===== config.mk =====
export PLATFORM = sky130hd
export DESIGN_NAME = l1d_way_state
export DESIGN_NICKNAME = d
export VERILOG_FILES = /design/src/design/l1d_pkg.sv /design/src/design/l1d_way_state.sv
export SDC_FILE = /design/constraint.sdc
export NUM_CORES = 1
export LEC_CHECK = 0
export ABC_AREA = 1
export BUFFER_PORTS_ARGS = -buffer_cell sky130_fd_sc_hd__buf_2
export CORE_MARGIN = 5
export CORE_UTILIZATION = 30
export DETAILED_ROUTE_END_ITERATION = 12
export PLACE_DENSITY_LB_ADDON = 0.15
export SETUP_SLACK_MARGIN = 0.5
export SYNTH_ARGS = -nofsm -noshare
export SYNTH_HDL_FRONTEND = slang
export SYNTH_SLANG_ARGS = --single-unit

===== constraint.sdc =====
create_clock -name clk_i -period 2.7 [get_ports clk_i]
set_input_delay 0.27 -clock clk_i [delete_from_list [all_inputs] [get_ports clk_i]]
set_output_delay 0.27 -clock clk_i [all_outputs]
set_load 0.01 [all_outputs]

===== src/design/l1d_pkg.sv =====
`default_nettype none

package l1d_pkg;

    localparam int ADDR_W          = 32;
    localparam int WORD_W          = 32;
    localparam int WORDS_PER_BLOCK = 4;
    localparam int BLOCK_W         = WORD_W * WORDS_PER_BLOCK;
    localparam int NUM_WAYS        = 2;
    localparam int NUM_SETS        = 16;
    localparam int OFFSET_W        = $clog2(BLOCK_W / 8);
    localparam int SET_W           = $clog2(NUM_SETS);
    localparam int TAG_W           = ADDR_W - SET_W - OFFSET_W;
    localparam int WAY_IDX_W       = $clog2(NUM_WAYS);
    localparam int WORD_SEL_W      = $clog2(WORDS_PER_BLOCK);

    typedef logic [ADDR_W-1:0]     addr_t;
    typedef logic [WORD_W-1:0]     word_t;
    typedef logic [BLOCK_W-1:0]    block_t;
    typedef logic [TAG_W-1:0]      tag_t;
    typedef logic [SET_W-1:0]      set_idx_t;
    typedef logic [WAY_IDX_W-1:0]  way_idx_t;
    typedef logic [NUM_WAYS-1:0]   way_mask_t;
    typedef logic [WORD_SEL_W-1:0] word_sel_t;

    typedef struct packed {
        addr_t addr;
        logic  we;
        word_t wdata;
    } core_req_t;

    typedef struct packed {
        addr_t  addr;
        logic   we;
        block_t data;
    } bus_req_t;

    typedef struct packed {
        tag_t   tag;
        block_t block;
    } way_entry_t;

    // One set, all ways side by side
    typedef way_entry_t [NUM_WAYS-1:0] row_t;

    typedef enum logic [2:0] {
        IDLE,
        ROW_OPEN,
        ARRAY_READ,
        ARRAY_WAIT,
        LOOKUP,
        BUS_READ_REQ,
        BUS_READ_WAIT,
        BUS_WRITE_REQ
    } ctrl_state_e;

    function automatic tag_t addr_tag(addr_t a);
        return a[ADDR_W-1 -: TAG_W];
    endfunction

    function automatic set_idx_t addr_set(addr_t a);
        return a[OFFSET_W +: SET_W];
    endfunction

    function automatic word_sel_t addr_word(addr_t a);
        return a[OFFSET_W-1 -: WORD_SEL_W];
    endfunction

    function automatic addr_t block_addr(tag_t t, set_idx_t s);
        return {t, s, {OFFSET_W{1'b0}}};
    endfunction

endpackage

`default_nettype wire


===== src/design/l1d_way_state.sv =====
`timescale 1ns/1ps
`default_nettype none

module l1d_way_state import l1d_pkg::*; (
    input  logic     clk_i,
    input  logic     rstn_i,

    input  set_idx_t set_i,
    input  logic     mark_fill_i,
    input  logic     mark_dirty_i,
    input  logic     advance_i,
    input  way_idx_t way_i,

    output way_idx_t victim_way_o,
    output logic     victim_dirty_o,
    output logic     any_valid_o
);

    way_mask_t valid_q [NUM_SETS];
    way_mask_t dirty_q [NUM_SETS];
    way_idx_t  rr_q;

    // Lowest invalid way wins, round-robin otherwise
    always_comb begin
        victim_way_o = rr_q;
        for (int w = NUM_WAYS - 1; w >= 0; w--) begin
            if (!valid_q[set_i][w]) begin
                victim_way_o = way_idx_t'(w);
            end
        end
    end

    assign victim_dirty_o = dirty_q[set_i][victim_way_o];
    assign any_valid_o    = |valid_q[set_i];

    always_ff @(posedge clk_i) begin
        if (!rstn_i) begin
            rr_q <= '0;
            for (int s = 0; s < NUM_SETS; s++) begin
                valid_q[s] <= '0;
                dirty_q[s] <= '0;
            end
        end else begin
            if (mark_fill_i) begin
                valid_q[set_i][way_i] <= 1'b1;
                dirty_q[set_i][way_i] <= 1'b0;
            end else if (mark_dirty_i) begin
                dirty_q[set_i][way_i] <= 1'b1;
            end
            if (advance_i) begin
                rr_q <= (rr_q == way_idx_t'(NUM_WAYS - 1)) ? '0 : rr_q + 1'b1;
            end
        end
    end

endmodule

`default_nettype wire


==> impl_metrics.tcl <==
set metrics [dict create \
    outcome "completed" \
    hold_class "in -> reg" \
    via_per_inst 4.620 \
    cap_violations 0 \
    core_sq_um 10280 \
    hpwl_mm 6.117 \
    cp_slowest_cell "dfxtp_1" \
    htreeDepth 3 \
    path_common_cell "nand2_1" \
    synth_area_sq_um 3139 \
    dieWidth_um 112.3 \
    syn_inst 413 \
    internal_power_uw 1694 \
    drive_gt1_share_pct 9.412 \
    start_util_pct 30.55 \
    first_iter_violations 214 \
    portBuffers 12 \
    cp.arrival_ns 1.71 \
    final_hold_viol_count 0 \
    drt.antenna.violating_nets 0 \
    grt_pass1_vias 2612 \
    combPwrFrac_pct 7.6 \
    grt_max_degree 56 \
    synth_top_area_share_pct 30.61 \
    start_kind "register" \
    met3WireLength_um 482 \
    syn_nets 423 \
    tritoncts "built" \
    clock_sinks 65 \
    insertion_delay_ns 0.35 \
    cts_root_buffer "clkbuf_8" \
    path_class "reg -> out" \
    cp_data_required_time_ns 2.43 \
    fmax_mhz 504.9 \
    synthTopCellsByArea "edfxtp_1 31%, dfxtp_1 21%, nand2_1 15%" \
    final.period_utilization_pct 73.36 \
    power.density_nw_per_um2 635.8 \
    grt_use_total_pct 14.76 \
    min_path_cells 3 \
    drc 0 \
    finalMaxSlewViolations 0 \
    wl_met2_mm 3.791 \
    p_switching_uw 545.7 \
    yosysMostFrequentCell "nand2_1" \
    worst_pin_slew_ns 0.6326 \
    dpl_worst_slack_ns 0.6366 \
    cts_setup_buffers 0 \
    post-route-util_pct 34.27 \
    period_needed_ns 1.981 \
    ys_warn_count 0 \
    wl_per_cell_um 15.54 \
    synth_seq_area_share_pct 51.65 \
    timing.slew.headroom_pct 57.72 \
    peakVddDrop_v 0.0002036 \
    p_leak_uw 0.001330 \
    syn_avg_cell_area_sq_um 7.601 \
    setup_viol 0 \
    max_stage_delay_ns 0.31 \
    clockBufferDepth 2 \
    die-area_sq_um 12610 \
    wl_met1_mm 4.223 \
    crit_buf_inv 3 \
    cts_buffers 9 \
    cp_top_family "simple AND/OR/NAND/NOR gates" \
    hold_buffers 0 \
    io-pin-count 13 \
    crit_chain "inv_1 -> o21ai_0 -> nand2_1 -> nand2_1 -> nand2_1 -> nand2_1 -> inv_1 -> nand2_2 -> nand2_1 -> nand2_1 -> nand2_1 -> buf_2" \
    timing.hold.ws_ns 0.1624 \
    wl_mm 8.719 \
    drt-pass1-iter-count 5 \
    antenna_found_initial 0 \
    yosys-top-cells-count "128 x nand2_1, 59 x o21ai_0, 55 x nor2_1, 44 x inv_1, 33 x dfxtp_1" \
    grt_pass1_wl_mm 14.40 \
    crit_fanout 3 \
    ys_types 23 \
    nets 430 \
    die_y_um 112.3 \
    synthArstFlopShare_pct 0 \
    ff2ff_path_depth 2 \
    p_seq_share_pct 48.4 \
    via_count 2592 \
    p_clk_share_pct 44.0 \
    path_depth 12 \
    tns_ns 0 \
    ys_ff_latch 65 \
    skew_ns 0 \
    globalRouteOverflowTotal 0 \
    setup_slack_ns 0.7194 \
    gp_congestion 0.8623 \
    synth_edf_count 32 \
    end_kind "output port" \
    yosysTopAreaCell "edfxtp_1" \
    p_sw_share_pct 24.37 \
    rows 37 \
    syn_to_final_growth_pct 12.20 \
    path_clk_slew_ns 0.08 \
    rsz0062_at_grt "no" \
    diodes 0 \
    dr.max_layer_used "met4" \
    ys.flop_type "dfxtp_1" \
    total_power_uw 2239 \
]
power by group through the flow:
stage	Combinational [uW]	Sequential [uW]	Clock, uW
floorplan	124	1100	0
global placement	171	1110	0
detailed placement	172	1110	0
CTS	172	1080	1010
global route	196	1090	1050
finish	171	1080	984
cells by family after synthesis:
family	share of synthesized area [%]
AOI/OAI and AO/OA	13.75
xor gates and xnor gates	0.2790
buffers and inverters	9.326
DFF	51.65
and+or+nand+nor	24.99
worst register-to-register path: stages (launching register included):
cell and delay (ns):
dfxtp_1 0.32, xnor2_1 0.15, nor2_1 0.05
sequential cells by signal (all words and copies together) (netlist names):
name	flops
valid_q	32
dirty_q	32
rr_q	1
per-layer routing:
layer  GRT usage, %  vias up
li1               -     1339
met1          20.66     1172
met2          22.01       68
met3          3.019       13
met4          6.490        0
met5              0        -
worst paths after layout:
check	start	endpoint	slack, ns
worst max-delay path	valid_q[0][0]	victim_dirty_o	0.72
worst max register to register	rr_q	rr_q	2.07
worst min-delay path	advance_i	rr_q	0.16
worst min register to register	valid_q[14][1]	valid_q[14][1]	0.46
final cells by class:
cell class	instances	area (sq um)
clock inverter	5	85.08
tap	136	170.2
timing repair buffer	15	85.08
inverter	48	182.7
sequential	65	1622
clock buffer	11	152.6
multi-input combinational	281	1225
fill	1130	6755
what timing repair did:
item,CTS,global route
gates resized for setup,0,1
hold endpoints to repair,0,0
endpoints found under the setup margin,0,1
per-stage QoR:
| stage | area [sq um] | instances |
|---|---|---|
| floorplan | 3139 | 413 |
| global placement | 3282 | 545 |
| detailed placement | 3282 | 545 |
| CTS | 3520 | 561 |
| global route | 3522 | 561 |
| finish | 3522 | 561 |
layout by cell type, fill, tap and decap left out, drive strengths merged:
master / Yosys / routed
clkbuf: 12 / 12
nand2: 131 / 131
o22ai: 9 / 9
nor2: 58 / 58
xnor2: 1 / 1
dfxtp: 33 / 33
inv: 48 / 49
nor3: 2 / 2
nand4: 4 / 4
bufinv: 0 / 2
a21oi: 4 / 4
edfxtp: 32 / 32
a22oi: 6 / 6
buf: 7 / 14
nand3: 4 / 4
clkinv: 0 / 1
o21ai: 62 / 62
clkinvlp: 0 / 1
(Power assumes the default switching activity.)
