--- src/design/l1d_pkg.sv ---
`default_nettype none

package l1d_pkg;

    localparam int ADDR_W          = 32;
    localparam int WORD_W          = 32;
    localparam int WORDS_PER_BLOCK = 4;
    localparam int BLOCK_W         = WORD_W * WORDS_PER_BLOCK;
    localparam int NUM_WAYS        = 2;
    localparam int NUM_SETS        = 16;
    localparam int OFFSET_W        = $clog2(BLOCK_W / 8);
    localparam int SET_W           = $clog2(NUM_SETS);
    localparam int TAG_W           = ADDR_W - SET_W - OFFSET_W;
    localparam int WAY_IDX_W       = $clog2(NUM_WAYS);
    localparam int WORD_SEL_W      = $clog2(WORDS_PER_BLOCK);

    typedef logic [ADDR_W-1:0]     addr_t;
    typedef logic [WORD_W-1:0]     word_t;
    typedef logic [BLOCK_W-1:0]    block_t;
    typedef logic [TAG_W-1:0]      tag_t;
    typedef logic [SET_W-1:0]      set_idx_t;
    typedef logic [WAY_IDX_W-1:0]  way_idx_t;
    typedef logic [NUM_WAYS-1:0]   way_mask_t;
    typedef logic [WORD_SEL_W-1:0] word_sel_t;

    typedef struct packed {
        addr_t addr;
        logic  we;
        word_t wdata;
    } core_req_t;

    typedef struct packed {
        addr_t  addr;
        logic   we;
        block_t data;
    } bus_req_t;

    typedef struct packed {
        tag_t   tag;
        block_t block;
    } way_entry_t;

    // One set, all ways side by side
    typedef way_entry_t [NUM_WAYS-1:0] row_t;

    typedef enum logic [2:0] {
        IDLE,
        ROW_OPEN,
        ARRAY_READ,
        ARRAY_WAIT,
        LOOKUP,
        BUS_READ_REQ,
        BUS_READ_WAIT,
        BUS_WRITE_REQ
    } ctrl_state_e;

    function automatic tag_t addr_tag(addr_t a);
        return a[ADDR_W-1 -: TAG_W];
    endfunction

    function automatic set_idx_t addr_set(addr_t a);
        return a[OFFSET_W +: SET_W];
    endfunction

    function automatic word_sel_t addr_word(addr_t a);
        return a[OFFSET_W-1 -: WORD_SEL_W];
    endfunction

    function automatic addr_t block_addr(tag_t t, set_idx_t s);
        return {t, s, {OFFSET_W{1'b0}}};
    endfunction

endpackage

`default_nettype wire

--- src/design/l1d_row_buffer.sv ---
`timescale 1ns/1ps
`default_nettype none

module l1d_row_buffer import l1d_pkg::*; (
    input  logic      clk_i,
    input  logic      rstn_i,

    input  logic      load_i,
    input  row_t      arr_row_i,
    input  logic      fill_i,
    input  way_idx_t  fill_way_i,
    input  tag_t      fill_tag_i,
    input  block_t    fill_block_i,
    input  logic      wr_word_i,
    input  addr_t     addr_i,
    input  word_t     wdata_i,
    input  logic      flush_done_i,
    input  way_idx_t  victim_way_i,

    output logic      hit_o,
    output way_idx_t  hit_way_o,
    output word_t     rd_word_o,
    output way_mask_t updated_o,
    output row_t      row_o,
    output tag_t      victim_tag_o,
    output block_t    victim_block_o
);

    row_t      row_q;
    set_idx_t  open_set_q;
    way_mask_t updated_q;
    way_mask_t valid_mirror_q [NUM_SETS];

    way_mask_t open_valid;
    set_idx_t  req_set;
    tag_t      req_tag;
    word_sel_t req_word;

    assign req_set    = addr_set(addr_i);
    assign req_tag    = addr_tag(addr_i);
    assign req_word   = addr_word(addr_i);
    assign open_valid = valid_mirror_q[open_set_q];

    always_comb begin
        hit_o     = 1'b0;
        hit_way_o = '0;
        for (int w = 0; w < NUM_WAYS; w++) begin
            if (open_valid[w] && open_set_q == req_set && row_q[w].tag == req_tag) begin
                hit_o     = 1'b1;
                hit_way_o = way_idx_t'(w);
            end
        end
    end

    assign rd_word_o      = row_q[hit_way_o].block[req_word*WORD_W +: WORD_W];
    assign updated_o      = updated_q;
    assign row_o          = row_q;
    assign victim_tag_o   = row_q[victim_way_i].tag;
    assign victim_block_o = row_q[victim_way_i].block;

    always_ff @(posedge clk_i) begin
        if (load_i) begin
            row_q <= arr_row_i;
        end else if (fill_i) begin
            row_q[fill_way_i] <= '{tag: fill_tag_i, block: fill_block_i};
        end else if (wr_word_i) begin
            row_q[hit_way_o].block[req_word*WORD_W +: WORD_W] <= wdata_i;
        end
    end

    // Open set, modified ways and the valid copy for hit qualification
    always_ff @(posedge clk_i) begin
        if (!rstn_i) begin
            open_set_q <= '0;
            updated_q  <= '0;
            for (int s = 0; s < NUM_SETS; s++) begin
                valid_mirror_q[s] <= '0;
            end
        end else if (flush_done_i) begin
            updated_q <= '0;
        end else if (load_i) begin
            open_set_q <= req_set;
            updated_q  <= '0;
        end else if (fill_i) begin
            open_set_q                         <= req_set;
            updated_q[fill_way_i]              <= 1'b1;
            valid_mirror_q[req_set][fill_way_i] <= 1'b1;
        end else if (wr_word_i) begin
            updated_q[hit_way_o] <= 1'b1;
        end
    end

endmodule

`default_nettype wire

--- config.mk ---
export PLATFORM = sky130hd
export DESIGN_NAME = l1d_row_buffer
export DESIGN_NICKNAME = d
export VERILOG_FILES = /design/src/design/l1d_pkg.sv /design/src/design/l1d_row_buffer.sv
export SDC_FILE = /design/constraint.sdc
export NUM_CORES = 1
export LEC_CHECK = 0
export ABC_AREA = 1
export BUFFER_PORTS_ARGS = -buffer_cell sky130_fd_sc_hd__buf_2
export CAP_MARGIN = 10
export CORE_AREA = 10 10 390 392
export CTS_BUF_LIST = sky130_fd_sc_hd__clkbuf_8
export DETAILED_ROUTE_END_ITERATION = 6
export DIE_AREA = 0 0 400 402
export PLACE_DENSITY_LB_ADDON = 0.05
export SETUP_SLACK_MARGIN = 0.2
export SLEW_MARGIN = 15
export SYNTH_ARGS = -nofsm -noshare
export SYNTH_HDL_FRONTEND = slang
export SYNTH_SLANG_ARGS = --single-unit
--- constraint.sdc ---
create_clock -name clk_i -period 6.69 [get_ports clk_i]
set_input_delay 0.669 -clock clk_i [delete_from_list [all_inputs] [get_ports clk_i]]
set_output_delay 0.669 -clock clk_i [all_outputs]
set_load 0.05 [all_outputs]
==> impl_metrics.py <==
metrics = {
    "run_status": {
        "status": "finished clean",
    },
    "place": {
        "place_ws_ns": 2.04,
        "port_buffers": 1017,
        "dp_hpwl_um": 158000,
        "placed_area_um2": 30600,
        "place_congestion": 0.831,
    },
    "power": {
        "power.leakage_uw": 0.0151,
        "total_power_uw": 8990,
        "ir_drop_uv": 109,
        "powerDensity_nw_per_um2": 280,
    },
    "worst_setup_path": {
        "path_buf_inv": 3,
        "start_kind": "register",
        "crit_chain": "inv_1 -> nand3_1 -> nand3_1 -> nand3_1 -> nand2_8 -> nand2_8 -> buf_4 -> nand2_1 -> nand3_1 -> nand2_1 -> nand2_1 -> nand2_1 -> buf_2",
        "crit_fanout": 69,
        "cp_top_family": "simple AND/OR/NAND/NOR gates",
        "arrival_ns": 4.52,
        "crit_type": "register to output pin",
        "cp-end-kind": "output pin",
        "slowest_delay_ns": 0.69,
        "worst_ep_required_time_ns": 6.02,
        "slowest_stage": "dfxtp_1",
    },
    "synthesis": {
        "yosysTopAreaCell": "edfxtp_1",
        "synthTopCellsByArea": "edfxtp_1 (39%), nand2_1 (14%), nand3_1 (12%), o21ai_0 (7.1%), inv_1 (6.4%)",
        "synth_edf_count": 304,
        "yosysTopAreaCellShare_pct": 38.7,
        "synthFlopType": "edfxtp_1",
        "yosys_warnings": 0,
        "yosysSeqAreaShare_pct": 42.3,
        "synth-seq-cells": 346,
        "yosysMostFrequentCell": "nand2_1",
        "synth.net_count": 3858,
        "avgSynthCellArea_um2": 7.09,
        "async_flop_share_pct": 0,
        "synth_commonest_cells": "nand2_1 (896), nand3_1 (564), inv_1 (404), o21ai_0 (336), edfxtp_1 (304)",
        "synth_cell_types": 33,
        "synth_area_um2": 23600,
        "synthCells": 3325,
    },
    "routing": {
        "ant_nets": 0,
        "vias": 28500,
        "wl_per_cell_um": 33.2,
        "wl_met3_um": 16000,
        "top_layer": "met5",
        "drcViolationCount": 0,
        "routed-wl-met2_um": 101000,
        "drt-met1-wl_um": 84700,
        "vias_per_cell": 4.57,
        "wl_um": 207000,
        "drt_iter0_drc": 2109,
        "dr.pass1.iters": 5,
    },
    "clock_tree": {
        "clock_latency_ns": 0.81,
        "cts_resized": 0,
        "htreeDepth": 3,
        "cts_setup_buffers": 0,
        "cts.path.max_buffers": 3,
        "cts_buffers": 83,
        "cts_num_sinks": 346,
        "clk_pin_slew_ns": 0.06,
        "root_buffer": "clkbuf_8",
        "cts_tree": "built",
        "postCtsHoldBufs": 0,
    },
    "job": {
        "max-cap-violations": 0,
    },
    "cells_and_area": {
        "drive_gt1_share_pct": 28.1,
        "design_area_um2": 32100,
        "area_growth_pct": 36.3,
        "nets": 4745,
    },
    "die": {
        "die_w_um": 400,
        "io_pins": 1020,
        "num_rows": 140,
        "core_um2": 145000,
        "start_util_pct": 16.3,
        "die_h_um": 402,
        "die_area_um2": 161000,
    },
    "sta": {
        "slew_headroom_pct": 18.8,
        "finalSetupTns_ns": 0,
        "max_slew.worst_pin.slew_ns": 1.22,
        "whs_ns": 0.159,
        "finalCriticalPeriod_ns": 5.19,
        "maxSlewViolCount": 0,
        "period_share_pct": 77.6,
        "hold_viol": 0,
        "worst_clock_skew_ns": 0.0605,
        "setup_slack_ns": 1.50,
        "setup_viol": 0,
        "fmax_mhz": 193,
        "rsz0062_at_grt": "no",
    },
    "min_path": {
        "min_from": "arr_row_i[160]",
        "hp-class": "input pin to register",
    },
    "global_routing": {
        "antenna_found_initial": 95,
        "grt_pass1_wl_um": 270000,
        "grt_max_degree": 130,
        "track_usage_pct": 24.5,
        "first_global_vias": 28900,
        "grt.overflow.total": 0,
    },
}
registers in the layout, summed over array words and instances (netlist names), named ones only:
signal          flops
open_set_q          4
row_o             304
updated_o           2
valid_mirror_q     32
kinds of logic after synthesis:
logic type	synth area share [%]
and+or+nand+nor	32.1
buffers and inverters	11.6
AOI/OAI and AO/OA	12.9
DFF	42.3
xor gates and xnor gates	0.631
adders and majority gates	0.265
muxes	0.191
stage by stage:
stage                     instances  util, %
after floorplan                3325        -
after global placement         6043     21.1
after detailed placement       6044     21.2
after CTS                      6198     22.2
after global routing           6209     22.2
final                          6228     22.2
metal layers:
layer  track usage (%)  vias up
li1                  -    13000
met1              29.5    13900
met2              42.2     1190
met3              7.18      270
met4              5.89       36
met5                 0        -
tightest hold or removal path, delay by kind of cell:
family / cells / cell delay (ns)
buf+inv: 1 / 0.08
simple gates: 2 / 0.11
cell type report:
| cell class | count | area (um2) |
|---|---|---|
| clock buffers | 84 | 1160 |
| flip-flops and latches | 346 | 9970 |
| diodes | 30 | 75.1 |
| clock inverters | 70 | 337 |
| fillers | 16800 | 112000 |
| multi-input cells | 2295 | 11000 |
| repair buffers | 1073 | 5610 |
| well taps | 1917 | 2400 |
| inverters | 413 | 1560 |
worst paths after layout:
kind	cells past startpoint	slack [ns]	end
setup / recovery	13	1.50	rd_word_o[27]
hold / removal	3	0.16	row_o[160]
setup reg to reg	10	2.29	row_o[67]
hold reg to reg	2	0.45	valid_mirror_q[8][0]
where the power goes:
group	switching (uW)	leakage (uW)	internal, uW
registers	270	0.00338	2660
logic	2890	0.0108	662
clock network	1290	0.000900	1210
total	4450	0.0151	4530
layout by cell type, fill, tap and decap left out, types with 3 or more instances in the layout:
cell type | synthesis | routed
o21ai_1 | 13 | 13
edfxtp_1 | 304 | 304
a21oi_4 | 0 | 8
nor2_1 | 109 | 107
nand2_8 | 0 | 3
mux2_2 | 4 | 4
inv_6 | 0 | 3
buf_2 | 50 | 1014
a221oi_1 | 4 | 4
ha_2 | 0 | 4
clkbuf_8 | 0 | 84
inv_2 | 6 | 8
o21ai_0 | 336 | 335
nand2_1 | 896 | 895
nand3_1 | 564 | 564
buf_12 | 0 | 6
dfxtp_1 | 42 | 42
nand4_1 | 97 | 97
a21oi_1 | 25 | 17
o22ai_1 | 24 | 24
clkinv_1 | 2 | 22
a22oi_1 | 128 | 128
inv_1 | 404 | 441
buf_4 | 8 | 51
diode_2 | 0 | 30
nor3_1 | 62 | 60
nor2_4 | 1 | 3
xnor2_1 | 16 | 16
Note: power is estimated with default switching activity, not from simulation.
