[src/design/l1d_pkg.sv]
`default_nettype none

package l1d_pkg;

    localparam int ADDR_W          = 32;
    localparam int WORD_W          = 32;
    localparam int WORDS_PER_BLOCK = 4;
    localparam int BLOCK_W         = WORD_W * WORDS_PER_BLOCK;
    localparam int NUM_WAYS        = 2;
    localparam int NUM_SETS        = 16;
    localparam int OFFSET_W        = $clog2(BLOCK_W / 8);
    localparam int SET_W           = $clog2(NUM_SETS);
    localparam int TAG_W           = ADDR_W - SET_W - OFFSET_W;
    localparam int WAY_IDX_W       = $clog2(NUM_WAYS);
    localparam int WORD_SEL_W      = $clog2(WORDS_PER_BLOCK);

    typedef logic [ADDR_W-1:0]     addr_t;
    typedef logic [WORD_W-1:0]     word_t;
    typedef logic [BLOCK_W-1:0]    block_t;
    typedef logic [TAG_W-1:0]      tag_t;
    typedef logic [SET_W-1:0]      set_idx_t;
    typedef logic [WAY_IDX_W-1:0]  way_idx_t;
    typedef logic [NUM_WAYS-1:0]   way_mask_t;
    typedef logic [WORD_SEL_W-1:0] word_sel_t;

    typedef struct packed {
        addr_t addr;
        logic  we;
        word_t wdata;
    } core_req_t;

    typedef struct packed {
        addr_t  addr;
        logic   we;
        block_t data;
    } bus_req_t;

    typedef struct packed {
        tag_t   tag;
        block_t block;
    } way_entry_t;

    // One set, all ways side by side
    typedef way_entry_t [NUM_WAYS-1:0] row_t;

    typedef enum logic [2:0] {
        IDLE,
        ROW_OPEN,
        ARRAY_READ,
        ARRAY_WAIT,
        LOOKUP,
        BUS_READ_REQ,
        BUS_READ_WAIT,
        BUS_WRITE_REQ
    } ctrl_state_e;

    function automatic tag_t addr_tag(addr_t a);
        return a[ADDR_W-1 -: TAG_W];
    endfunction

    function automatic set_idx_t addr_set(addr_t a);
        return a[OFFSET_W +: SET_W];
    endfunction

    function automatic word_sel_t addr_word(addr_t a);
        return a[OFFSET_W-1 -: WORD_SEL_W];
    endfunction

    function automatic addr_t block_addr(tag_t t, set_idx_t s);
        return {t, s, {OFFSET_W{1'b0}}};
    endfunction

endpackage

`default_nettype wire

[src/design/l1d_controller.sv]
`timescale 1ns/1ps
`default_nettype none

module l1d_controller import l1d_pkg::*; (
    input  logic      clk_i,
    input  logic      rstn_i,

    input  logic      core_req_valid_i,
    input  core_req_t core_req_i,
    output logic      core_req_ready_o,
    output logic      core_rsp_valid_o,
    output word_t     core_rsp_data_o,

    output logic      bus_req_valid_o,
    output bus_req_t  bus_req_o,
    input  logic      bus_req_ready_i,
    input  logic      bus_rsp_valid_i,

    output set_idx_t  arr_set_o,
    output way_mask_t arr_we_o,
    output logic      arr_rd_o,

    output logic      rb_load_o,
    output logic      rb_fill_o,
    output way_idx_t  rb_fill_way_o,
    output logic      rb_wr_word_o,
    output logic      rb_flush_done_o,
    input  logic      rb_hit_i,
    input  way_idx_t  rb_hit_way_i,
    input  word_t     rb_rd_word_i,
    input  way_mask_t rb_updated_i,
    input  tag_t      rb_victim_tag_i,
    input  block_t    rb_victim_block_i,
    output addr_t     rb_addr_o,
    output word_t     rb_wdata_o,

    output set_idx_t  ws_set_o,
    output logic      ws_mark_fill_o,
    output logic      ws_mark_dirty_o,
    output logic      ws_advance_o,
    output way_idx_t  ws_way_o,
    input  way_idx_t  ws_victim_way_i,
    input  logic      ws_victim_dirty_i,
    input  logic      ws_any_valid_i
);

    ctrl_state_e state_q, state_d;
    core_req_t   req_q, req_d;
    set_idx_t    open_set_q, open_set_d;
    way_idx_t    fill_way_q, fill_way_d;
    bus_req_t    bus_q, bus_d;
    logic        bus_valid_q, bus_valid_d;
    logic        rsp_valid_q, rsp_valid_d;
    word_t       rsp_data_q, rsp_data_d;

    logic        accepting;
    logic        lookup;
    logic        alloc;
    logic        cur_we;
    set_idx_t    cur_set;

    // In IDLE and ROW_OPEN the lookup runs on the incoming request
    assign accepting        = (state_q == IDLE) || (state_q == ROW_OPEN);
    assign core_req_ready_o = accepting;
    assign rb_addr_o        = accepting ? core_req_i.addr  : req_q.addr;
    assign rb_wdata_o       = accepting ? core_req_i.wdata : req_q.wdata;
    assign cur_we           = accepting ? core_req_i.we    : req_q.we;
    assign cur_set          = addr_set(rb_addr_o);

    assign ws_set_o      = cur_set;
    assign ws_way_o      = (state_q == BUS_READ_WAIT) ? fill_way_q : rb_hit_way_i;
    assign arr_set_o     = open_set_q;
    assign rb_fill_way_o = fill_way_q;

    assign bus_req_valid_o  = bus_valid_q;
    assign bus_req_o        = bus_q;
    assign core_rsp_valid_o = rsp_valid_q;
    assign core_rsp_data_o  = rsp_data_q;

    always_comb begin
        state_d         = state_q;
        req_d           = req_q;
        open_set_d      = open_set_q;
        fill_way_d      = fill_way_q;
        bus_d           = bus_q;
        bus_valid_d     = bus_valid_q;
        rsp_valid_d     = 1'b0;
        rsp_data_d      = rsp_data_q;
        arr_we_o        = '0;
        arr_rd_o        = 1'b0;
        rb_load_o       = 1'b0;
        rb_fill_o       = 1'b0;
        rb_wr_word_o    = 1'b0;
        rb_flush_done_o = 1'b0;
        ws_mark_fill_o  = 1'b0;
        ws_mark_dirty_o = 1'b0;
        ws_advance_o    = 1'b0;
        lookup          = 1'b0;
        alloc           = 1'b0;

        case (state_q)
            IDLE, ROW_OPEN: begin
                if (core_req_valid_i) begin
                    req_d  = core_req_i;
                    lookup = 1'b1;
                end
            end
            ARRAY_READ: begin
                arr_rd_o = 1'b1;
                state_d  = ARRAY_WAIT;
            end
            ARRAY_WAIT: begin
                rb_load_o = 1'b1;
                state_d   = LOOKUP;
            end
            LOOKUP: lookup = 1'b1;
            BUS_READ_REQ: begin
                if (bus_req_ready_i) begin
                    bus_valid_d = 1'b0;
                    state_d     = BUS_READ_WAIT;
                end
            end
            BUS_READ_WAIT: begin
                if (bus_rsp_valid_i) begin
                    rb_fill_o      = 1'b1;
                    ws_mark_fill_o = 1'b1;
                    state_d        = LOOKUP;
                end
            end
            BUS_WRITE_REQ: begin
                // Write-back done, fetch the missing block next
                if (bus_req_ready_i) begin
                    bus_d   = '{addr: block_addr(addr_tag(req_q.addr), cur_set),
                                we: 1'b0, data: '0};
                    state_d = BUS_READ_REQ;
                end
            end
            default: state_d = IDLE;
        endcase

        if (lookup) begin
            if (rb_hit_i) begin
                if (cur_we) begin
                    rb_wr_word_o    = 1'b1;
                    ws_mark_dirty_o = 1'b1;
                end else begin
                    rsp_valid_d = 1'b1;
                    rsp_data_d  = rb_rd_word_i;
                end
                state_d = ROW_OPEN;
            end else if (cur_set != open_set_q) begin
                // Row switch: flush modified ways of the old set first
                arr_we_o        = rb_updated_i;
                rb_flush_done_o = 1'b1;
                open_set_d      = cur_set;
                if (ws_any_valid_i) begin
                    state_d = ARRAY_READ;
                end else begin
                    alloc = 1'b1;
                end
            end else begin
                alloc = 1'b1;
            end
        end

        if (alloc) begin
            fill_way_d   = ws_victim_way_i;
            ws_advance_o = 1'b1;
            bus_valid_d  = 1'b1;
            if (ws_victim_dirty_i) begin
                bus_d   = '{addr: block_addr(rb_victim_tag_i, cur_set),
                            we: 1'b1, data: rb_victim_block_i};
                state_d = BUS_WRITE_REQ;
            end else begin
                bus_d   = '{addr: block_addr(addr_tag(rb_addr_o), cur_set),
                            we: 1'b0, data: '0};
                state_d = BUS_READ_REQ;
            end
        end
    end

    always_ff @(posedge clk_i) begin
        if (!rstn_i) begin
            state_q     <= IDLE;
            open_set_q  <= '0;
            bus_valid_q <= 1'b0;
            rsp_valid_q <= 1'b0;
        end else begin
            state_q     <= state_d;
            open_set_q  <= open_set_d;
            bus_valid_q <= bus_valid_d;
            rsp_valid_q <= rsp_valid_d;
        end
    end

    always_ff @(posedge clk_i) begin
        req_q      <= req_d;
        fill_way_q <= fill_way_d;
        bus_q      <= bus_d;
        rsp_data_q <= rsp_data_d;
    end

endmodule

`default_nettype wire

[config.mk]
export PLATFORM = sky130hd
export DESIGN_NAME = l1d_controller
export DESIGN_NICKNAME = d
export VERILOG_FILES = /design/src/design/l1d_pkg.sv /design/src/design/l1d_controller.sv
export SDC_FILE = /design/constraint.sdc
export NUM_CORES = 1
export LEC_CHECK = 0
export BUFFER_PORTS_ARGS = -buffer_cell sky130_fd_sc_hd__buf_2
export CORE_AREA = 5 5 205 207
export CTS_CLUSTER_SIZE = 14
export DETAILED_ROUTE_END_ITERATION = 16
export DIE_AREA = 0 0 210 212
export GPL_ROUTABILITY_DRIVEN = 0
export PLACE_DENSITY = 0.66
export RECOVER_POWER = 25
export SLEW_MARGIN = 10
export SYNTH_ARGS = -nofsm -noshare
export SYNTH_HDL_FRONTEND = slang
export SYNTH_SLANG_ARGS = --single-unit
[constraint.sdc]
create_clock -name clk_i -period 5.05 [get_ports clk_i]
set_input_delay 1.01 -clock clk_i [delete_from_list [all_inputs] [get_ports clk_i]]
set_output_delay 1.01 -clock clk_i [all_outputs]
set_load 0.01 [all_outputs]
==> results of run 1 <==
==> worst min-delay path, delay by kind of cell (launching register included) <==
family	cells	cell delay, ps
simple gates	1	70
mux	1	50
flops	1	360
==> state kept, by name, indices dropped and copies added (netlist names) <==
name	count
req_q	65
state_q	3
rb_fill_way_o	1
bus_req_valid_o	1
core_rsp_data_o	32
bus_req_o	157
arr_set_o	4
core_rsp_valid_o	1
==> worst paths after layout <==
path	start	end	depth (start not counted)
setup / recovery	state_q[1]	rb_flush_done_o	6
hold / removal	arr_set_o[3]	arr_set_o[3]	2
setup reg to reg	state_q[1]	bus_req_o[76]	7
hold reg to reg	arr_set_o[3]	arr_set_o[3]	2
==> cell usage in the layout (no fill, tap or decap), types with 2 or more instances in the layout <==
| master | count |
|---|---|
| o21ai_0 | 31 |
| o22ai_1 | 4 |
| buf_12 | 3 |
| and2_2 | 2 |
| bufinv_16 | 3 |
| nor2b_1 | 5 |
| a21oi_1 | 2 |
| o21a_1 | 2 |
| clkbuf_16 | 29 |
| clkbuf_1 | 138 |
| conb_1 | 4 |
| and2_1 | 131 |
| and3_1 | 3 |
| inv_1 | 25 |
| nand2b_1 | 8 |
| nand2_1 | 45 |
| nor2_1 | 6 |
| mux2i_1 | 54 |
| clkinvlp_4 | 2 |
| mux2_2 | 37 |
| diode_2 | 4 |
| edfxtp_1 | 255 |
| clkinv_1 | 4 |
| buf_2 | 403 |
| clkinv_2 | 9 |
| dfxtp_1 | 9 |
| buf_4 | 13 |
==> final cells by class <==
cell class	count	area (sq um)	area share, %
well taps	532	666	4.55
inverters	26	97.6	0.667
clock inverters	18	170	1.16
clock buffers	34	744	5.09
repair buffers	552	2670	18.3
flip-flops and latches	264	7840	53.6
diodes	4	10.0	0.0684
multi-input cells	349	2430	16.6
==> power by group <==
group | total (uW) | switching [uW] | internal [uW]
sequential | 2650 | 53.5 | 2600
combinational | 821 | 492 | 328
clock | 2040 | 841 | 1200
total | 5520 | 1390 | 4130
==> metrics by stage <==
step,utilization (%),std cells
floorplan,-,688
global placement,34.5,1723
detailed placement,34.5,1723
CTS,36.8,1775
global route,36.4,1777
finish,36.4,1779
==> per-layer routing <==
metal | up-vias | routed length (um) | global-route usage [%]
li1 | 3514 | - | -
met1 | 3475 | 12300 | 15.5
met2 | 339 | 17500 | 25.6
met3 | 42 | 3140 | 4.71
met4 | 4 | 532 | 3.60
met5 | - | 27 | 0
==> cells by family after synthesis <==
| group | Yosys count | synth area share [%] |
|---|---|---|
| compound gates | 46 | 2.48 |
| other cells | 1 | 0.0352 |
| mux | 91 | 8.99 |
| flops | 264 | 73.6 |
| xor+xnor | 1 | 0.0822 |
| buf+inv | 75 | 3.85 |
| simple gates | 207 | 11.0 |
==> impl_metrics.env, run 1 <==
export IMPL_syn_area_sq_mm=0.0107
export IMPL_postCtsHoldBufs=0
export IMPL_final_area_sq_mm=0.0146
export IMPL_initial_utilization_pct=26.5
export IMPL_critical_path_slowest_cell="dfxtp_1"
export IMPL_critPathMaxFanout=22
export IMPL_max_slew_margin_pct=28.8
export IMPL_skew_ps=15.0
export IMPL_vias_per_cell=4.15
export IMPL_avgSynthCellArea_sq_um=15.5
export IMPL_total_power_uw=5520
export IMPL_dieWidth_um=210
export IMPL_maxCapViolations=0
export IMPL_arrival_ps=3300
export IMPL_vias=7374
export IMPL_wl_per_cell_um=18.8
export IMPL_antenna_found_initial=7
export IMPL_post_route_min_period_ps=4310
export IMPL_syn_to_final_growth_pct=37.4
export IMPL_status="finished, final reports clean"
export IMPL_post_synth_top_area_cell="edfxtp_1"
export IMPL_p_leak_uw=0.00592
export IMPL_synth_edff_count=255
export IMPL_r2r_slack_ps=1420
export IMPL_drtAntennaViolNets=0
export IMPL_fin_tns_setup_ps=0
export IMPL_path_cells="or2_2 -> o22ai_1 -> or4_1 -> or2_1 -> and2_1 -> buf_2"
export IMPL_finalNetCount=1483
export IMPL_tightest_slew_ps=1060
export IMPL_cts_setup_buffers=0
export IMPL_design_die_area_sq_mm=0.0445
export IMPL_cp_end_kind="primary output"
export IMPL_ctsResizeCount=0
export IMPL_synth_top_area_share_pct=71.9
export IMPL_hold_ws_ps=529
export IMPL_critPathRequiredTime_ps=4040
export IMPL_die_height_um=212
export IMPL_rsz0062_at_grt="false"
export IMPL_drc_errors=0
export IMPL_grt_overflow_total=0
export IMPL_seq_area_frac_synth_pct=73.6
export IMPL_fill_cells=3942
export IMPL_first_pass_iters=4
export IMPL_yosysUniqueCellTypes=34
export IMPL_coreArea_sq_mm=0.0402
export IMPL_grt_pass1_wl_um=47300
export IMPL_hold_viol=0
export IMPL_drt_iter0_drc=421
export IMPL_rows=74
export IMPL_clk_pin_slew_ps=60
export IMPL_ir_worst_vdd_mv=0.258
export IMPL_dpl_hpwl_um=26300
export IMPL_cts_root_buf="clkbuf_16"
export IMPL_slowest_delay_ps=620
export IMPL_grt_max_degree=95
export IMPL_postRouteWirelength_um=33400
export IMPL_start_kind="flop"
export IMPL_synthFlopType="edfxtp_1"
export IMPL_io_pins=541
export IMPL_fin_crit_sh_pct=85.4
export IMPL_cts_sinks=264
export IMPL_worstPathBufferInverterCount=1
export IMPL_path_class="reg2out"
export IMPL_synth_cells=685
export IMPL_cts_tree="done"
export IMPL_drive_above_1_share_pct=40.6
export IMPL_yosys_top_cells_count="edfxtp_1, and2_1, mux2i_1"
export IMPL_synth_seq_cells=264
export IMPL_cts_buffers_inserted=29
export IMPL_synthMostInstantiatedCell="edfxtp_1"
export IMPL_async_flop_share_pct=0
export IMPL_path_delay_family="simple AND/OR/NAND/NOR gates"
export IMPL_fmax_ghz=0.232
export IMPL_clockBufferDepth=3
export IMPL_synth_area_top_cells="edfxtp_1, and2_1, mux2i_1, mux2_2, buf_4"
export IMPL_yosysWarnings=0
export IMPL_finalSetupViolations=0
export IMPL_setup_ws_ps=737
export IMPL_portBuffers=536
export IMPL_power_density_mw_per_mm2=377
export IMPL_place_area_sq_mm=0.0139
export IMPL_clk_latency_ps=550
export IMPL_min_path_type="reg2reg"
export IMPL_slew_violations=0
export IMPL_grt_pass1_vias=7556
export IMPL_ctsHtreeMaxLevel=1
export IMPL_track_usage_pct=13.9
export IMPL_pre_cts_ws_ps=1190
Power figures use the tool's default switching activity.
==> inputs of run 2 (changes only) <==
--- a/config.mk
+++ b/config.mk
@@ -6,12 +6,14 @@
 export NUM_CORES = 1
 export LEC_CHECK = 0
 export BUFFER_PORTS_ARGS = -buffer_cell sky130_fd_sc_hd__buf_2
-export CORE_AREA = 5 5 205 207
+export CELL_PAD_IN_SITES_DETAIL_PLACEMENT = 2
+export CELL_PAD_IN_SITES_GLOBAL_PLACEMENT = 2
+export CORE_MARGIN = 5
+export CORE_UTILIZATION = 26
 export CTS_CLUSTER_SIZE = 14
 export DETAILED_ROUTE_END_ITERATION = 16
-export DIE_AREA = 0 0 210 212
 export GPL_ROUTABILITY_DRIVEN = 0
-export PLACE_DENSITY = 0.66
+export PLACE_DENSITY = 0.88
 export RECOVER_POWER = 25
 export SLEW_MARGIN = 10
 export SYNTH_ARGS = -nofsm -noshare
==> run 2 against run 1 <==
Effect of this change: global-route usage up 2.1 points; utilization shrank 0.58 points; cell area is 0.46% lower; wire length rose by 17%; sequential power about the same; cell count down 0.11%; sequential share of layout area rose by 0.25 points; critical path depth is the same; critical endpoint is now ws_advance_o; largest cell class unchanged.
==> impl_metrics.env, run 2 (same netlist as run 1, synthesis figures left out) <==
export IMPL_critPathRequiredTime_ps=4040
export IMPL_cts_tree="done"
export IMPL_p_switching_uw=1460
export IMPL_place_area_sq_mm=0.0138
export IMPL_cts_root_buf="clkbuf_16"
export IMPL_p_seq_share_pct=47.7
export IMPL_cts_setup_buffers=0
export IMPL_maxCapViolations=0
export IMPL_fin_util_pct=35.8
export IMPL_postCtsHoldBufs=0
export IMPL_path_delay_family="simple AND/OR/NAND/NOR gates"
export IMPL_coreArea_sq_mm=0.0406
export IMPL_clockBufferDepth=3
export IMPL_power_density_mw_per_mm2=383
export IMPL_drc_errors=0
export IMPL_start_kind="flop"
export IMPL_dieWidth_um=212
export IMPL_finalNetCount=1479
export IMPL_drtAntennaViolNets=0
export IMPL_largest_register_ffs=157
export IMPL_portBuffers=536
export IMPL_skew_ps=10.6
export IMPL_grt_pass1_wl_um=54700
export IMPL_rsz0062_at_grt="false"
export IMPL_path_class="reg2out"
export IMPL_max_slew_margin_pct=25.6
export IMPL_swShare_pct=26.3
export IMPL_pwr_share_comb_pct=15.0
export IMPL_grt_max_degree=130
export IMPL_ir_worst_vdd_mv=0.221
export IMPL_hold_ws_ps=543
export IMPL_fin_crit_sh_pct=80.8
export IMPL_vias_per_cell=4.34
export IMPL_worstPathBufferInverterCount=1
export IMPL_dpl_hpwl_um=30100
export IMPL_cts_sinks=264
export IMPL_slowest_delay_ps=700
export IMPL_clk_pin_slew_ps=60
export IMPL_drt_iter0_drc=397
export IMPL_layout_common_cells="buf_2, edfxtp_1, clkbuf_1, and2_1, mux2i_1"
export IMPL_drive_above_1_share_pct=38.9
export IMPL_design_die_area_sq_mm=0.0451
export IMPL_vias=7719
export IMPL_track_usage_pct=16.0
export IMPL_final_area_sq_mm=0.0146
export IMPL_fmax_ghz=0.245
export IMPL_rows=74
export IMPL_critical_path_slowest_cell="dfxtp_1"
export IMPL_p_int_uw=4110
export IMPL_finalSetupViolations=0
export IMPL_path_cells="or2_2 -> o22ai_1 -> or4_1 -> o21ai_1 -> and2_2 -> buf_2"
export IMPL_arrival_ps=3070
export IMPL_power_frac_clock_pct=37.3
export IMPL_slew_violations=0
export IMPL_total_power_uw=5580
export IMPL_status="finished, final reports clean"
export IMPL_wl_per_cell_um=21.9
export IMPL_tightest_slew_ps=1120
export IMPL_initial_utilization_pct=26.2
export IMPL_antenna_found_initial=8
export IMPL_grt_overflow_total=0
export IMPL_first_pass_iters=4
export IMPL_p_leak_uw=0.00586
export IMPL_final_common_cell="buf_2"
export IMPL_hold_viol=0
export IMPL_die_height_um=212
export IMPL_cp_end_kind="primary output"
export IMPL_cts_buffers_inserted=30
export IMPL_post_route_min_period_ps=4080
export IMPL_grt_pass1_vias=8732
export IMPL_min_path_type="reg2reg"
export IMPL_postRouteWirelength_um=39000
export IMPL_critPathMaxFanout=16
export IMPL_io_pins=541
export IMPL_fin_tns_setup_ps=0
export IMPL_fill_cells=4412
export IMPL_syn_to_final_growth_pct=36.7
export IMPL_ctsHtreeMaxLevel=1
export IMPL_clk_latency_ps=560
export IMPL_ctsResizeCount=0
==> run 2: routing by layer <==
layer | wire length (um) | track usage [%]
met1 | 13700 | 16.9
met4 | 898 | 4.06
met5 | 27 | 0
met2 | 21000 | 30.7
met3 | 3430 | 5.00
==> run 2: metrics by stage <==
step                      instances  setup slack [ps]
after floorplan                 688               161
after CTS                      1773               783
after global routing           1777               708
final                          1777               970
after global placement         1718              1390
after detailed placement       1718              1360
==> run 2: final cells by class <==
cell class / count / area [sq um] / share of cell area (%)
diodes: 4 / 10.0 / 0.0687
clock buffers: 37 / 777 / 5.34
clock inverters: 18 / 150 / 1.03
inverters: 26 / 97.6 / 0.670
multi-input cells: 349 / 2430 / 16.7
flip-flops and latches: 264 / 7840 / 53.8
well taps: 532 / 666 / 4.57
repair buffers: 547 / 2590 / 17.8
==> run 2: worst paths after layout <==
kind	from	depth (start not counted)	slack, ps	endpoint
min reg2reg	arr_set_o[2]	2	540	arr_set_o[2]
max	state_q[1]	6	970	ws_advance_o
min	arr_set_o[2]	2	540	arr_set_o[2]
max reg2reg	state_q[1]	6	1530	bus_req_o[106]
==> run 2: worst register-to-register path, cell delays in order (launching register included) <==
cell	delay (ps)
dfxtp_1	700
or2_2	360
o22ai_1	140
or4_1	560
o21ai_1	300
and3_4	860
and2_1	450
==> run 2: power by group through the flow <==
stage / clock network, uW / registers [uW] / logic, uW
after floorplan: 0 / 2750 / 393
after global placement: 0 / 2690 / 837
after detailed placement: 0 / 2710 / 873
after CTS: 2160 / 2660 / 880
after global routing: 2250 / 2680 / 914
final: 2080 / 2660 / 839
==> inputs of run 3 (changes only) <==
--- a/config.mk
+++ b/config.mk
@@ -8,12 +8,12 @@
 export BUFFER_PORTS_ARGS = -buffer_cell sky130_fd_sc_hd__buf_2
 export CELL_PAD_IN_SITES_DETAIL_PLACEMENT = 2
 export CELL_PAD_IN_SITES_GLOBAL_PLACEMENT = 2
-export CORE_MARGIN = 5
-export CORE_UTILIZATION = 26
+export CORE_AREA = 5 5 210 212
 export CTS_CLUSTER_SIZE = 14
 export DETAILED_ROUTE_END_ITERATION = 16
+export DIE_AREA = 0 0 215 217
 export GPL_ROUTABILITY_DRIVEN = 0
-export PLACE_DENSITY = 0.88
+export PLACE_DENSITY = 0.84
 export RECOVER_POWER = 25
 export SLEW_MARGIN = 10
 export SYNTH_ARGS = -nofsm -noshare
==> constraint.sdc (replaced) <==
create_clock -name clk_i -period 3.8 [get_ports clk_i]
set_input_delay 0.76 -clock clk_i [delete_from_list [all_inputs] [get_ports clk_i]]
set_output_delay 0.76 -clock clk_i [all_outputs]
set_load 0.01 [all_outputs]
==> run 3 against run 2 <==
Effect of this change: largest power group unchanged; global-route usage is 1.0 points higher; combinational power grew 38%; first-iteration DRC count decreased by 19%; die area is 3.4% higher; wire length up 8.4%; via count grew 1.1%; cell area up 0.99%; sequential power grew 33%; setup slack worse by 850 ps.
==> impl_metrics.env, run 3 (same netlist as run 1, synthesis figures left out) <==
export IMPL_max_slew_margin_pct=66.4
export IMPL_fmax_ghz=0.272
export IMPL_maxCapViolations=0
export IMPL_cts_sinks=264
export IMPL_finalSetupViolations=0
export IMPL_power_density_mw_per_mm2=515
export IMPL_pwr_share_comb_pct=15.3
export IMPL_grt_pass1_vias=8874
export IMPL_die_height_um=217
export IMPL_vias=7802
export IMPL_p_int_uw=5530
export IMPL_cp_endpoint="rb_flush_done_o"
export IMPL_arrival_ps=2920
export IMPL_dpl_cell_count=1729
export IMPL_instances_no_fill=1795
export IMPL_final_common_cell="buf_2"
export IMPL_syn_to_final_growth_pct=38.1
export IMPL_rr_endpoint="bus_req_o[52]"
export IMPL_drive_above_1_share_pct=39.0
export IMPL_startpoint="state_q[2]"
export IMPL_postRouteWirelength_um=42200
export IMPL_vias_per_cell=4.35
export IMPL_ir_worst_vdd_mv=0.331
export IMPL_io_pins=541
export IMPL_critPathRequiredTime_ps=3040
export IMPL_coreArea_sq_mm=0.0418
export IMPL_rr_worst_depth=8
export IMPL_dieWidth_um=215
export IMPL_swShare_pct=27.0
export IMPL_ctsHtreeMaxLevel=1
export IMPL_power_frac_clock_pct=38.1
export IMPL_track_usage_pct=17.0
export IMPL_p_seq_share_pct=46.6
export IMPL_hold_viol=0
export IMPL_met2_usage_pct=33.3
export IMPL_p_switching_uw=2040
export IMPL_grt_util_met1_pct=17.3
export IMPL_cts_root_buf="clkbuf_16"
export IMPL_grt_max_degree=130
export IMPL_wl_per_cell_um=23.5
export IMPL_critPathMaxFanout=12
export IMPL_finalNetCount=1486
export IMPL_postCtsHoldBufs=0
export IMPL_clk_latency_ps=580
export IMPL_slew_violations=0
export IMPL_status="finished, final reports clean"
export IMPL_portBuffers=536
export IMPL_grt_pass1_wl_um=60100
export IMPL_total_power_uw=7570
export IMPL_cp_end_kind="primary output"
export IMPL_p_leak_uw=0.00591
export IMPL_start_kind="flop"
export IMPL_antenna_found_initial=14
export IMPL_drtAntennaViolNets=0
export IMPL_tightest_slew_ps=491
export IMPL_initial_utilization_pct=25.5
export IMPL_first_pass_iters=4
export IMPL_drt_iter0_drc=323
export IMPL_clk_pin_slew_ps=60
export IMPL_dpl_hpwl_um=32600
export IMPL_fin_crit_sh_pct=96.9
export IMPL_design_die_area_sq_mm=0.0467
export IMPL_r2r_slack_ps=640
export IMPL_fin_util_pct=35.2
export IMPL_post_route_min_period_ps=3680
export IMPL_rows=75
export IMPL_min_path_type="in2reg"
export IMPL_layout_common_cells="buf_2, edfxtp_1, clkbuf_1, and2_1, mux2i_1"
export IMPL_largest_register_ffs=157
export IMPL_drc_errors=0
export IMPL_reg2reg_from="state_q[2]"
export IMPL_cts_tree="done"
export IMPL_skew_ps=8.37
export IMPL_grt_busiest_layer="met2"
export IMPL_clockBufferDepth=3
export IMPL_grt_overflow_total=0
export IMPL_grt_util_met3_pct=6.05
export IMPL_cts_buffers_inserted=31
export IMPL_path_class="reg2out"
-- run 3: cell count changes in the layout (fill, tap and decap cells not counted), sizes merged --
cell	previous run	this run
diode	4	6
clkbuf	184	187
clkinv	16	21
inv	26	27
-- run 3: repair_timing --
action                                  CTS  global route
pin swaps                                 1             0
resized for setup                         1             1
setup buffers                             2             0
endpoints found under the setup margin    3             1
-- run 3: through the flow --
step | instance area, sq um | setup WS [ps] | TNS, ps | hold slack, ps
after floorplan | 10700 | 97.8 | 0 | 516
after global placement | 13900 | 494 | 0 | 519
after detailed placement | 13900 | 374 | 0 | 536
after CTS | 14900 | 19.1 | 0 | 307
after global routing | 14700 | -2.25 | -2.25 | 311
final | 14700 | 119 | 0 | 351
-- run 3: worst max-delay path, cell delays in order (launching register included) --
cell and delay (ps):
dfxtp_1 310, buf_4 170, o21ai_0 300, o22ai_1 150, or4_1 560, or2_1 360, and2_2 320, buf_2 170
-- run 3: worst min path at each step --
stage                                 from                   to  slack [ps]  cells past startpoint
final                      ws_victim_way_i        rb_fill_way_o         350                      1
after global routing      rb_rd_word_i[12]  core_rsp_data_o[12]         310                      1
after CTS                  ws_victim_way_i        rb_fill_way_o         310                      1
after detailed placement      arr_set_o[3]         arr_set_o[3]         540                      2
after global placement        arr_set_o[3]         arr_set_o[3]         520                      2
after floorplan               arr_set_o[2]         arr_set_o[2]         520                      2
-- run 3: power by group through the flow --
stage                     Combinational [uW]  Clock (uW)  Sequential, uW
after floorplan                          524           0            3650
after global placement                  1150           0            3570
after detailed placement                1200           0            3590
after CTS                               1210        2980            3530
after global routing                    1260        3120            3550
final                                   1160        2880            3530
-- run 3: layer usage --
layer / vias up / share of wire, %
li1: 3530 / -
met3: 62 / 8.3
met1: 3850 / 35
met4: 4 / 2.3
met2: 356 / 55
met5: - / 0.080
-- run 3: final cells by class --
type	count	area, sq um
clock inverters	24	180
repair buffers	553	2680
clock buffers	34	787
inverters	26	97.6
multi-input cells	349	2430
diodes	6	15.0
flip-flops and latches	264	7840
well taps	539	674
fillers	4506	27100
